--- src/logic/edu_core_pkg.sv ---
// Core widths, size and ALU codes, error codes, condition codes, instruction union
package edu_core_pkg;

	// ---------------------------------------------------------------------
	// Widths
	localparam int xlen       = 64;
	localparam int ilen       = 32;
	localparam int reg_addr_w = 5;
	localparam int err_w      = 4;
	localparam int size_w     = 2;

	// Access size, log2 of the byte count
	localparam logic [size_w-1:0] size_b   = 2'b00;
	localparam logic [size_w-1:0] size_h   = 2'b01;
	localparam logic [size_w-1:0] size_w32 = 2'b10;
	localparam logic [size_w-1:0] size_x   = 2'b11;

	// ALU commands
	localparam logic [1:0] alu_add = 2'b00;
	localparam logic [1:0] alu_and = 2'b01;
	localparam logic [1:0] alu_orr = 2'b10;
	localparam logic [1:0] alu_eor = 2'b11;

	// Execute output select
	localparam logic out_alu = 1'b0;
	localparam logic out_cnd = 1'b1;

	// Error indicator values
	localparam logic [err_w-1:0] err_none  = 4'h0;
	localparam logic [err_w-1:0] err_undef = 4'h1;
	localparam logic [err_w-1:0] err_shift = 4'h2;

	localparam logic [ilen-1:0]       inst_nop = 32'hd503_201f;
	// XZR, reads zero and drops writes
	localparam logic [reg_addr_w-1:0] zero_reg = 5'd31;

	// Fixed opcode fields of each format
	localparam logic [5:0] op_add_imm = 6'b100010;
	localparam logic [4:0] op_log_reg = 5'b01010;
	localparam logic [2:0] op_ldst_hi = 3'b111;
	localparam logic [1:0] op_ldst_lo = 2'b01;
	localparam logic [7:0] op_csel    = 8'b1101_0100;

	// Condition codes, low bit inverts the test
	localparam logic [3:0] cond_eq = 4'h0;
	localparam logic [3:0] cond_ne = 4'h1;
	localparam logic [3:0] cond_cs = 4'h2;
	localparam logic [3:0] cond_mi = 4'h4;
	localparam logic [3:0] cond_vs = 4'h6;
	localparam logic [3:0] cond_hi = 4'h8;
	localparam logic [3:0] cond_ge = 4'ha;
	localparam logic [3:0] cond_lt = 4'hb;
	localparam logic [3:0] cond_gt = 4'hc;
	localparam logic [3:0] cond_al = 4'he;

	// ---------------------------------------------------------------------
	// One instruction word, four format views
	typedef union packed {
		struct packed {
			logic sf, op, s;
			logic [5:0] opc;
			logic sh;
			logic [11:0] imm12;
			logic [4:0] rn, rd;
		} add_imm;
		struct packed {
			logic sf;
			logic [1:0] opc;
			logic [4:0] fixed;
			logic [1:0] shift;
			logic n;
			logic [4:0] rm;
			logic [5:0] imm6;
			logic [4:0] rn, rd;
		} log_reg;
		struct packed {
			logic [1:0] size;
			logic [2:0] fixed_hi;
			logic v;
			logic [1:0] fixed_lo, opc;
			logic [11:0] imm12;
			logic [4:0] rn, rt;
		} ldst_uoff;
		struct packed {
			logic sf, op, s;
			logic [7:0] fixed;
			logic [4:0] rm;
			logic [3:0] cond;
			logic [1:0] op2;
			logic [4:0] rn, rd;
		} csel;
	} inst_word_u;

endpackage

--- src/logic/inst_decoder.sv ---
// Instruction decoder for add immediate, logical register, load/store, CSEL and NOP
module inst_decoder (
	input  edu_core_pkg::inst_word_u             inst,
	output logic [edu_core_pkg::reg_addr_w-1:0]  rn_addr,
	output logic [edu_core_pkg::reg_addr_w-1:0]  rm_addr,
	output logic [edu_core_pkg::reg_addr_w-1:0]  rd_addr,
	output logic [edu_core_pkg::xlen-1:0]        imm,
	output logic                                 use_imm,
	output logic [1:0]                           alu_cmd,
	output logic                                 invert_b,
	output logic                                 full_width,
	output logic                                 set_flags,
	output logic [3:0]                           cond,
	output logic                                 out_sel,
	output logic                                 mem_read,
	output logic                                 mem_write,
	output logic [edu_core_pkg::size_w-1:0]      mem_size,
	output logic                                 mem_sign,
	output logic                                 load_full,
	output logic                                 reg_write,
	output logic [edu_core_pkg::err_w-1:0]       error
);
	import edu_core_pkg::*;

	logic ldst_form;
	logic ldst_legal;

	// Unsigned offset load/store skeleton, SIMD excluded
	assign ldst_form = inst.ldst_uoff.fixed_hi == op_ldst_hi && !inst.ldst_uoff.v
		&& inst.ldst_uoff.fixed_lo == op_ldst_lo;
	// PRFM and the wider signed loads into W are not in the subset
	assign ldst_legal = inst.ldst_uoff.opc[1] == 1'b0
		|| (inst.ldst_uoff.opc[0] == 1'b0 && inst.ldst_uoff.size != size_x)
		|| (inst.ldst_uoff.opc[0] == 1'b1 && inst.ldst_uoff.size[1] == 1'b0);

	always_comb begin
		// Safe defaults, nothing written and no memory access
		rn_addr    = zero_reg;
		rm_addr    = zero_reg;
		rd_addr    = zero_reg;
		imm        = '0;
		use_imm    = 1'b0;
		alu_cmd    = alu_add;
		invert_b   = 1'b0;
		full_width = 1'b1;
		set_flags  = 1'b0;
		cond       = cond_al;
		out_sel    = out_alu;
		mem_read   = 1'b0;
		mem_write  = 1'b0;
		mem_size   = size_x;
		mem_sign   = 1'b0;
		load_full  = 1'b1;
		reg_write  = 1'b0;
		error      = err_none;

		if (inst == inst_nop) begin
			// Bubble through the pipe
		end else if (inst.add_imm.opc == op_add_imm) begin
			rn_addr    = inst.add_imm.rn;
			rd_addr    = inst.add_imm.rd;
			// Optional LSL #12 on the immediate
			imm        = xlen'(inst.add_imm.imm12) << (inst.add_imm.sh ? 12 : 0);
			use_imm    = 1'b1;
			invert_b   = inst.add_imm.op;
			set_flags  = inst.add_imm.s;
			full_width = inst.add_imm.sf;
			reg_write  = 1'b1;
		end else if (inst.log_reg.fixed == op_log_reg && !inst.log_reg.n
				&& inst.log_reg.opc != 2'b11) begin
			if (inst.log_reg.imm6 != '0) begin
				error = err_shift;
			end else begin
				rn_addr    = inst.log_reg.rn;
				rm_addr    = inst.log_reg.rm;
				rd_addr    = inst.log_reg.rd;
				// opc 00 AND, 01 ORR, 10 EOR
				alu_cmd    = inst.log_reg.opc + 2'd1;
				full_width = inst.log_reg.sf;
				reg_write  = 1'b1;
			end
		end else if (ldst_form && ldst_legal) begin
			rn_addr    = inst.ldst_uoff.rn;
			// Offset scaled by access size
			imm        = xlen'(inst.ldst_uoff.imm12) << inst.ldst_uoff.size;
			use_imm    = 1'b1;
			mem_size   = inst.ldst_uoff.size;
			if (inst.ldst_uoff.opc == 2'b00) begin
				// Store data rides on the M read port
				rm_addr   = inst.ldst_uoff.rt;
				mem_write = 1'b1;
			end else begin
				rd_addr   = inst.ldst_uoff.rt;
				mem_read  = 1'b1;
				mem_sign  = inst.ldst_uoff.opc[1];
				load_full = inst.ldst_uoff.opc != 2'b11;
			end
		end else if (inst.csel.fixed == op_csel && !inst.csel.op && !inst.csel.s
				&& inst.csel.op2 == 2'b00) begin
			rn_addr    = inst.csel.rn;
			rm_addr    = inst.csel.rm;
			rd_addr    = inst.csel.rd;
			cond       = inst.csel.cond;
			out_sel    = out_cnd;
			full_width = inst.csel.sf;
			reg_write  = 1'b1;
		end else begin
			error = err_undef;
		end
	end

endmodule

--- src/logic/register_file.sv ---
// General register file, X0 to X30, XZR reads zero, two read and two write ports
module register_file (
	input  logic                                clk,
	input  logic                                nreset,
	input  logic [edu_core_pkg::reg_addr_w-1:0] rn_addr,
	input  logic [edu_core_pkg::reg_addr_w-1:0] rm_addr,
	input  logic                                wr_en,
	input  logic [edu_core_pkg::reg_addr_w-1:0] wr_addr,
	input  logic [edu_core_pkg::xlen-1:0]       wr_data,
	input  logic                                ld_en,
	input  logic [edu_core_pkg::reg_addr_w-1:0] ld_addr,
	input  logic [edu_core_pkg::xlen-1:0]       ld_data,
	output logic [edu_core_pkg::xlen-1:0]       rn_data,
	output logic [edu_core_pkg::xlen-1:0]       rm_data
);
	import edu_core_pkg::*;

	// One entry per index below XZR
	logic [xlen-1:0] regs [zero_reg];

	// Old value seen when read and write collide
	assign rn_data = (rn_addr == zero_reg) ? '0 : regs[rn_addr];
	assign rm_data = (rm_addr == zero_reg) ? '0 : regs[rm_addr];

	always_ff @(posedge clk) begin
		// Execute result port
		if (wr_en && wr_addr != zero_reg)
			regs[wr_addr] <= wr_data;
		// Load data port
		if (ld_en && ld_addr != zero_reg)
			regs[ld_addr] <= ld_data;
	end

	// Decode never issues both kinds of write for one instruction
	assert property (@(posedge clk) disable iff (!nreset)
		!(wr_en && ld_en && wr_addr == ld_addr && wr_addr != zero_reg))
		else $error("register_file: both write ports target one register");

endmodule

--- src/logic/execute_unit.sv ---
// Execute stage ALU, NZCV flags, condition check, PSTATE and result select
module execute_unit (
	input  logic                          clk,
	input  logic                          nreset,
	input  logic                          advance,
	input  logic [edu_core_pkg::xlen-1:0] op_n,
	input  logic [edu_core_pkg::xlen-1:0] op_m,
	input  logic [1:0]                    alu_cmd,
	input  logic                          invert_b,
	input  logic                          full_width,
	input  logic                          set_flags,
	input  logic [3:0]                    cond,
	input  logic                          out_sel,
	output logic [edu_core_pkg::xlen-1:0] result
);
	import edu_core_pkg::*;

	// NZCV from bit 3 down to bit 0
	logic [3:0]      pstate;
	logic [3:0]      flags;
	logic [xlen-1:0] op_b;
	logic [xlen:0]   sum_full;
	logic [32:0]     sum_half;
	logic [xlen-1:0] alu_out;
	logic [xlen-1:0] sel_out;
	logic            base_match;
	logic            cond_match;

	// ---------------------------------------------------------------------
	// ALU
	assign op_b = invert_b ? ~op_m : op_m;
	// Carry in completes the two's complement for SUB
	assign sum_full = {1'b0, op_n} + {1'b0, op_b} + {{xlen{1'b0}}, invert_b};
	// Separate 32-bit sum for the W form carry
	assign sum_half = {1'b0, op_n[31:0]} + {1'b0, op_b[31:0]} + {32'b0, invert_b};

	always_comb begin
		case (alu_cmd)
			alu_add: alu_out = sum_full[xlen-1:0];
			alu_and: alu_out = op_n & op_b;
			alu_orr: alu_out = op_n | op_b;
			alu_eor: alu_out = op_n ^ op_b;
			default: alu_out = '0;
		endcase
	end

	always_comb begin
		if (full_width) begin
			flags[3] = alu_out[xlen-1];
			flags[2] = alu_out == '0;
			flags[1] = sum_full[xlen];
			flags[0] = op_n[xlen-1] == op_b[xlen-1] && sum_full[xlen-1] != op_n[xlen-1];
		end else begin
			flags[3] = alu_out[31];
			flags[2] = alu_out[31:0] == '0;
			flags[1] = sum_half[32];
			flags[0] = op_n[31] == op_b[31] && sum_half[31] != op_n[31];
		end
		// No carry or overflow out of logical ops
		if (alu_cmd != alu_add)
			flags[1:0] = 2'b00;
	end

	// ---------------------------------------------------------------------
	// Condition check against PSTATE
	always_comb begin
		case (cond[3:1])
			cond_eq[3:1]: base_match = pstate[2];
			cond_cs[3:1]: base_match = pstate[1];
			cond_mi[3:1]: base_match = pstate[3];
			cond_vs[3:1]: base_match = pstate[0];
			cond_hi[3:1]: base_match = pstate[1] & ~pstate[2];
			cond_ge[3:1]: base_match = pstate[3] == pstate[0];
			cond_gt[3:1]: base_match = pstate[3] == pstate[0] && !pstate[2];
			default:      base_match = 1'b1;
		endcase
	end

	// AL and NV both pass
	assign cond_match = (cond[3:1] == cond_al[3:1]) ? 1'b1 : base_match ^ cond[0];

	// Next instruction in execute sees the new flags
	always_ff @(posedge clk or negedge nreset) begin
		if (!nreset)
			pstate <= 4'h0;
		else if (advance && set_flags)
			pstate <= flags;
	end

	// ---------------------------------------------------------------------
	// Result select, W results zero extended
	assign sel_out = (out_sel == out_cnd) ? (cond_match ? op_n : op_m) : alu_out;
	assign result  = full_width ? sel_out : {{(xlen-32){1'b0}}, sel_out[31:0]};

endmodule

--- src/logic/edu_core.sv ---
// Five stage core top with fetch, pipeline registers, memory drive and load extension
module edu_core (
	input  logic                             clk,
	input  logic                             nreset,
	input  logic                             clk_en,
	input  logic [edu_core_pkg::ilen-1:0]    imem_data,
	input  logic [edu_core_pkg::xlen-1:0]    dmem_rdata,
	output logic [edu_core_pkg::err_w-1:0]   error,
	output logic [edu_core_pkg::xlen-1:0]    imem_addr,
	output logic                             imem_en,
	output logic [edu_core_pkg::xlen-1:0]    dmem_addr,
	output logic [edu_core_pkg::xlen-1:0]    dmem_wdata,
	output logic [edu_core_pkg::size_w-1:0]  dmem_size,
	output logic                             dmem_read,
	output logic                             dmem_write
);
	import edu_core_pkg::*;

	logic nreset_sync, inst_valid, advance, stalled;
	logic [xlen-1:0] pc;
	logic [ilen-1:0] id_inst, id_hold;
	logic [xlen-1:0] wb_rdata, wb_rdata_hold, wb_load_data;
	// Decode stage
	logic [reg_addr_w-1:0] id_rn_addr, id_rm_addr, id_rd_addr;
	logic [xlen-1:0] id_imm, id_rn_data, id_rm_data;
	logic [1:0] id_alu_cmd;
	logic [3:0] id_cond;
	logic [size_w-1:0] id_mem_size;
	logic id_use_imm, id_invert_b, id_full_width, id_set_flags, id_out_sel;
	logic id_mem_read, id_mem_write, id_mem_sign, id_load_full, id_reg_write;
	// Execute stage
	logic [xlen-1:0] ex_op_n, ex_op_m, ex_store_data, ex_result;
	logic [1:0] ex_alu_cmd;
	logic [3:0] ex_cond;
	logic [size_w-1:0] ex_mem_size;
	logic [reg_addr_w-1:0] ex_rd_addr;
	logic ex_invert_b, ex_full_width, ex_set_flags, ex_out_sel, ex_mem_sign, ex_load_full;
	logic ex_reg_write, ex_mem_read, ex_mem_write;
	// Memory and writeback stages
	logic [xlen-1:0] mem_result, mem_store_data, wb_result;
	logic [size_w-1:0] mem_size, wb_size;
	logic [reg_addr_w-1:0] mem_rd_addr, wb_rd_addr;
	logic mem_sign, mem_load_full, mem_reg_write, mem_read, mem_write;
	logic wb_sign, wb_load_full, wb_reg_write, wb_read;

	// ---------------------------------------------------------------------
	// Reset sync, stall, PC
	assign advance   = clk_en && error == err_none && nreset_sync;
	assign imem_en   = nreset_sync;
	assign imem_addr = pc;

	always_ff @(posedge clk or negedge nreset) begin
		if (!nreset) begin
			nreset_sync <= 1'b0;
			inst_valid  <= 1'b0;
			stalled     <= 1'b0;
			pc          <= '0;
		end else begin
			nreset_sync <= 1'b1;
			// ROM data valid one clock after the first enabled fetch
			inst_valid  <= nreset_sync;
			stalled     <= !advance;
			if (advance)
				pc <= pc + xlen'(4);
		end
	end

	// ROM and RAM keep reading while held, so the held words are kept here
	always_ff @(posedge clk) begin
		if (!advance) begin
			id_hold       <= id_inst;
			wb_rdata_hold <= wb_rdata;
		end
	end

	assign id_inst  = stalled ? id_hold : (inst_valid ? imem_data : inst_nop);
	assign wb_rdata = stalled ? wb_rdata_hold : dmem_rdata;

	// ---------------------------------------------------------------------
	// Decode, register read, execute
	inst_decoder u_dec (
		.inst(id_inst), .rn_addr(id_rn_addr), .rm_addr(id_rm_addr), .rd_addr(id_rd_addr),
		.imm(id_imm), .use_imm(id_use_imm), .alu_cmd(id_alu_cmd), .invert_b(id_invert_b),
		.full_width(id_full_width), .set_flags(id_set_flags), .cond(id_cond),
		.out_sel(id_out_sel), .mem_read(id_mem_read), .mem_write(id_mem_write),
		.mem_size(id_mem_size), .mem_sign(id_mem_sign), .load_full(id_load_full),
		.reg_write(id_reg_write), .error(error)
	);

	register_file u_rf (
		.clk(clk), .nreset(nreset), .rn_addr(id_rn_addr), .rm_addr(id_rm_addr),
		.wr_en(wb_reg_write && advance), .wr_addr(wb_rd_addr), .wr_data(wb_result),
		.ld_en(wb_read && advance), .ld_addr(wb_rd_addr), .ld_data(wb_load_data),
		.rn_data(id_rn_data), .rm_data(id_rm_data)
	);

	execute_unit u_exu (
		.clk(clk), .nreset(nreset), .advance(advance), .op_n(ex_op_n), .op_m(ex_op_m),
		.alu_cmd(ex_alu_cmd), .invert_b(ex_invert_b), .full_width(ex_full_width),
		.set_flags(ex_set_flags), .cond(ex_cond), .out_sel(ex_out_sel), .result(ex_result)
	);

	// ---------------------------------------------------------------------
	// Stage control, cleared on reset
	always_ff @(posedge clk or negedge nreset) begin
		if (!nreset) begin
			{ex_reg_write, ex_mem_read, ex_mem_write, ex_set_flags} <= '0;
			{mem_reg_write, mem_read, mem_write} <= '0;
			{wb_reg_write, wb_read} <= '0;
		end else if (advance) begin
			{ex_reg_write, ex_mem_read, ex_mem_write} <= {id_reg_write, id_mem_read, id_mem_write};
			ex_set_flags <= id_set_flags;
			{mem_reg_write, mem_read, mem_write} <= {ex_reg_write, ex_mem_read, ex_mem_write};
			{wb_reg_write, wb_read} <= {mem_reg_write, mem_read};
		end
	end

	// Stage payload
	always_ff @(posedge clk) begin
		if (advance) begin
			ex_op_n        <= id_rn_data;
			// Immediate takes the M operand slot
			ex_op_m        <= id_use_imm ? id_imm : id_rm_data;
			ex_store_data  <= id_rm_data;
			ex_alu_cmd     <= id_alu_cmd;
			ex_invert_b    <= id_invert_b;
			ex_full_width  <= id_full_width;
			ex_cond        <= id_cond;
			ex_out_sel     <= id_out_sel;
			ex_mem_size    <= id_mem_size;
			ex_mem_sign    <= id_mem_sign;
			ex_load_full   <= id_load_full;
			ex_rd_addr     <= id_rd_addr;
			// Result doubles as the memory address
			mem_result     <= ex_result;
			mem_store_data <= ex_store_data;
			mem_size       <= ex_mem_size;
			mem_sign       <= ex_mem_sign;
			mem_load_full  <= ex_load_full;
			mem_rd_addr    <= ex_rd_addr;
			wb_result      <= mem_result;
			wb_size        <= mem_size;
			wb_sign        <= mem_sign;
			wb_load_full   <= mem_load_full;
			wb_rd_addr     <= mem_rd_addr;
		end
	end

	// ---------------------------------------------------------------------
	// Memory stage, address bus idle without an access
	assign dmem_addr  = (mem_read || mem_write) ? mem_result : '0;
	assign dmem_wdata = mem_store_data;
	assign dmem_size  = mem_size;
	assign dmem_read  = mem_read;
	assign dmem_write = mem_write;

	// Writeback load extension
	always_comb begin
		case (wb_size)
			size_b:   wb_load_data = {{(xlen-8){wb_sign & wb_rdata[7]}}, wb_rdata[7:0]};
			size_h:   wb_load_data = {{(xlen-16){wb_sign & wb_rdata[15]}}, wb_rdata[15:0]};
			size_w32: wb_load_data = {{(xlen-32){wb_sign & wb_rdata[31]}}, wb_rdata[31:0]};
			default:  wb_load_data = wb_rdata;
		endcase
		// W destination clears the upper half
		if (!wb_load_full)
			wb_load_data = {{(xlen-32){1'b0}}, wb_load_data[31:0]};
	end

	// Decode gives each instruction at most one memory direction
	assert property (@(posedge clk) disable iff (!nreset) !(dmem_read && dmem_write))
		else $error("edu_core: read and write strobes both high");

endmodule

--- config.mk ---
export PLATFORM = sky130hd
export DESIGN_NAME = edu_core
export DESIGN_NICKNAME = d
export VERILOG_FILES = /design/src/logic/edu_core_pkg.sv /design/src/logic/inst_decoder.sv /design/src/logic/register_file.sv /design/src/logic/execute_unit.sv /design/src/logic/edu_core.sv
export SDC_FILE = /design/constraint.sdc
export NUM_CORES = 2
export LEC_CHECK = 0
export BUFFER_PORTS_ARGS = -buffer_cell sky130_fd_sc_hd__buf_4
export CORE_MARGIN = 2
export CORE_UTILIZATION = 46
export CTS_BUF_LIST = sky130_fd_sc_hd__clkbuf_4 sky130_fd_sc_hd__clkbuf_8
export DETAILED_ROUTE_END_ITERATION = 12
export HOLD_SLACK_MARGIN = 0.06
export SYNTH_ARGS = -nofsm -noshare
export SYNTH_HDL_FRONTEND = slang
export SYNTH_HIERARCHICAL = 1
export SYNTH_SLANG_ARGS = --single-unit
--- constraint.sdc ---
create_clock -name clk -period 52 [get_ports clk]
set_input_delay 10.4 -clock clk [delete_from_list [all_inputs] [get_ports clk]]
set_output_delay 10.4 -clock clk [all_outputs]
set_load 0.05 [all_outputs]
==> reports/metrics.csv <==
stage,metric,value,unit
timing,fin_tns_setup,0,ns
logic_synthesis,netlist_instances,10225,
timing,finalCriticalPeriod,23.67,ns
timing,setup_viol,0,
timing,hold_viol,0,
timing,fmax,42.3,MHz
placement,gp_congestion,0.921,
logic_synthesis,synth_area,150000,sq um
power,powerDensity,33.9,nW/um^2
clock_network,cts_setup_buffers,0,
timing,slew_headroom,-5.16,%
logic_synthesis,yosysWarnings,6,
worst_setup_path,required,41.60,ns
timing,worst_slack,28.33,ns
placement,place_ws,28.37,ns
cells_and_area,finalInstanceArea,165000,sq um
power,p_leak,60.1,nW
power,peakVddDrop,0.0000437,V
clock_network,tritoncts,done,
floorplanning,dieArea,331000,sq um
clock_network,clock_latency,1.19,ns
cells_and_area,layout-drive-gt1-share,41.8,%
floorplanning,num_io_pins,300,
flow_run,drv_cap,3,
floorplanning,initial_utilization,46.2,%
logic_synthesis,synth_top_area_share,50.0,%
clock_network,cts-hold-fix-buffers,0,
timing,fin_skew,0.116,ns
worst_setup_path,crit_fanout,26,
worst_setup_path,worst_setup_path_end_kind,output port,
grt,grt_pass1_vias,101891,
clock_network,cts_resized,0,
cells_and_area,area_growth,9.68,%
clock_network,clkTransAtPathRegs,0.06,ns
logic_synthesis,synth_edf_count,2500,
logic_synthesis,synth-async-reset-ratio,3.03,%
timing,worst_pin_slew,1.58,ns
grt,grt_first_pass_wirelength,830,mm
power,p_total,5.59,mW
clock_network,numCtsBuffers,448,
placement,place_area,156000,sq um
clock_network,ctsRootBufferMaster,clkbuf_8,
clock_network,ctsHtreeMaxLevel,5,
logic_synthesis,synth_cell_types,105,
worst_hold_path,hold_class,flip-flop to flip-flop,
logic_synthesis,synth_seq_cells,2578,
floorplanning,num_rows,209,
routing,finalWirelength,611,mm
logic_synthesis,synth_largest_area_cell,edfxtp_1,
routing,final_antenna_net_count,0,
logic_synthesis,syn-mean-instance-area,14.7,sq um
placement,dpl.hpwl,361,mm
worst_setup_path,worstSetupPathType,input pin to output port,
grt,grt_max_degree,144,
placement,portBuffers,295,
worst_setup_path,cp-start-kind,input pin,
clock_network,clockBufferDepth,4,
routing,drt_pass1_iterations,6,
timing,grt_setup_unrepaired,false,
routing,vias_per_cell,7.00,
logic_synthesis,ys_top_cells_by_area,"edfxtp_1 50%, mux2_2 15%, mux4_2 12%, mux2i_1 3.6%, clkbuf_1 1.6%",
timing,slew_violations,32,
grt,grt-ovfl-total,0,
timing,finalCritPeriodShare,45.5,%
floorplanning,fp.dieW,575,microns
routing,vias,104016,
routing,drt-initial-drc-count,15748,
worst_setup_path,arrival,13.27,ns
grt,grt_antenna_before_repair,53,
run_status,violations,"max-capacitance violations, max-slew violations",
floorplanning,core,325000,sq um
routing,drc_errors,0,
cells_and_area,final_nets,10393,
grt,grt.total_usage,36.0,%
logic_synthesis,seq_area_frac_synth,51.3,%
floorplanning,fp.dieH,575,microns
run_status,status,"finished, violations left",
clock_network,clock_sinks,2578,
logic_synthesis,ys_dominant_reg_cell,edfxtp_1,
routing,wl_per_cell,41.1,microns
## routing by layer
layer	up-vias	GRT usage [%]	share of wire (%)
li1	40377	-	-
met4	24	18.5	6.0
met2	7691	53.7	44
met3	1706	13.2	14
met5	-	0	0.027
met1	54218	46.1	36
## state kept, by name (all words and copies together), names as in the netlist, 4 cells and up
register,cells
imem_addr,62
ex_op_n,64
ex_cond,4
ex_store_data,64
mem_rd_addr,5
wb_result,64
id_hold,32
u_rf/regs,1984
wb_rdata_hold,64
ex_rd_addr,5
u_exu/pstate,4
dmem_wdata,64
mem_result,64
ex_op_m,64
wb_rd_addr,5
## kinds of logic (layout without fill, tap and decap cells)
logic type               Yosys count  after routing  synth area share [%]
XOR/XNOR                         159            159                 0.928
adder cells (fa/ha/maj)          131            131                  1.10
flip-flops                      2578           2578                  51.3
buffers and inverters           1373           1627                  4.22
AO/OA/AOI/OAI                   1293           1293                  6.24
multiplexers                    3522           3522                  32.4
AND/OR/NAND/NOR                 1166           1166                  3.81
other                              3             64               0.00750
## cell usage after synthesis, drive strengths merged, types with 32 or more instances
cell     instances
a2111oi         62
a211oi         109
a21o            54
a21oi          174
a221oi          67
a22o            79
a22oi           93
a31oi           32
and3            32
buf            515
clkbuf         656
dfrtp           78
edfxtp        2500
ha             130
inv            201
mux2          2137
mux2i          540
mux4           845
nand2          350
nand3           44
nand4           68
nor2           363
nor2b          110
nor3            47
o211ai          39
o21ai          270
o22a            55
o22ai          115
xnor2           70
xor2            89
## cell type report
cell class | instances | area (sq um)
multi-input cells | 6316 | 67800
fillers | 27334 | 160000
clock inverters | 209 | 1400
flip-flops and latches | 2578 | 77000
well taps | 4325 | 5410
repair buffers | 617 | 4770
diodes | 19 | 47.5
inverters | 202 | 766
clock buffers | 599 | 7400
## critical path: stages
cell	delay (ns)
buf_4	0.08
nor2_1	0.06
a21oi_2	0.20
buf_4	0.31
o211ai_2	0.13
or4b_1	0.53
nand2_4	0.32
nor3_1	0.87
buf_4	0.34
## through the flow
stage | std cells | hold slack, ns | util, %
after floorplan | 10267 | 0.400 | -
after global placement | 14036 | 0.401 | 48.0
after detailed placement | 14038 | 0.405 | 48.0
after CTS | 14846 | 0.415 | 50.7
after global routing | 14855 | 0.412 | 50.7
final | 14865 | 0.413 | 50.7
## cells in the final DEF (no fill, tap or decap), drive strengths merged, types with 110 or more instances in the layout
master and instances:
mux4 845, nor2b 110, inv 217, buf 617
clkinv 172, o21ai 270, clkbuf 599, nor2 363
ha 130, o22ai 115, a21oi 174, nand2 350
edfxtp 2500, mux2 2137, mux2i 540
## where the power goes
| part | internal (mW) | leakage (nW) | switching (mW) |
|---|---|---|---|
| sequential | 2.33 | 23.9 | 0.0225 |
| combinational | 0.446 | 31.6 | 0.877 |
| clock | 0.997 | 4.66 | 0.912 |
## worst paths after layout
path | depth (start not counted) | to | start | slack (ns)
max in group asynchronous | 2 | stalled | nreset | 41.73
max reg2reg | 21 | u_exu/pstate[2] | stalled | 41.53
min in group asynchronous | 1 | imem_addr[34] | nreset | 9.19
max | 9 | error[0] | imem_data[30] | 28.33
min | 0 | dmem_size[0] | ex_mem_size[0] | 0.41
min reg2reg | 0 | dmem_size[0] | ex_mem_size[0] | 0.41
Note: power is estimated with default switching activity, not from simulation.
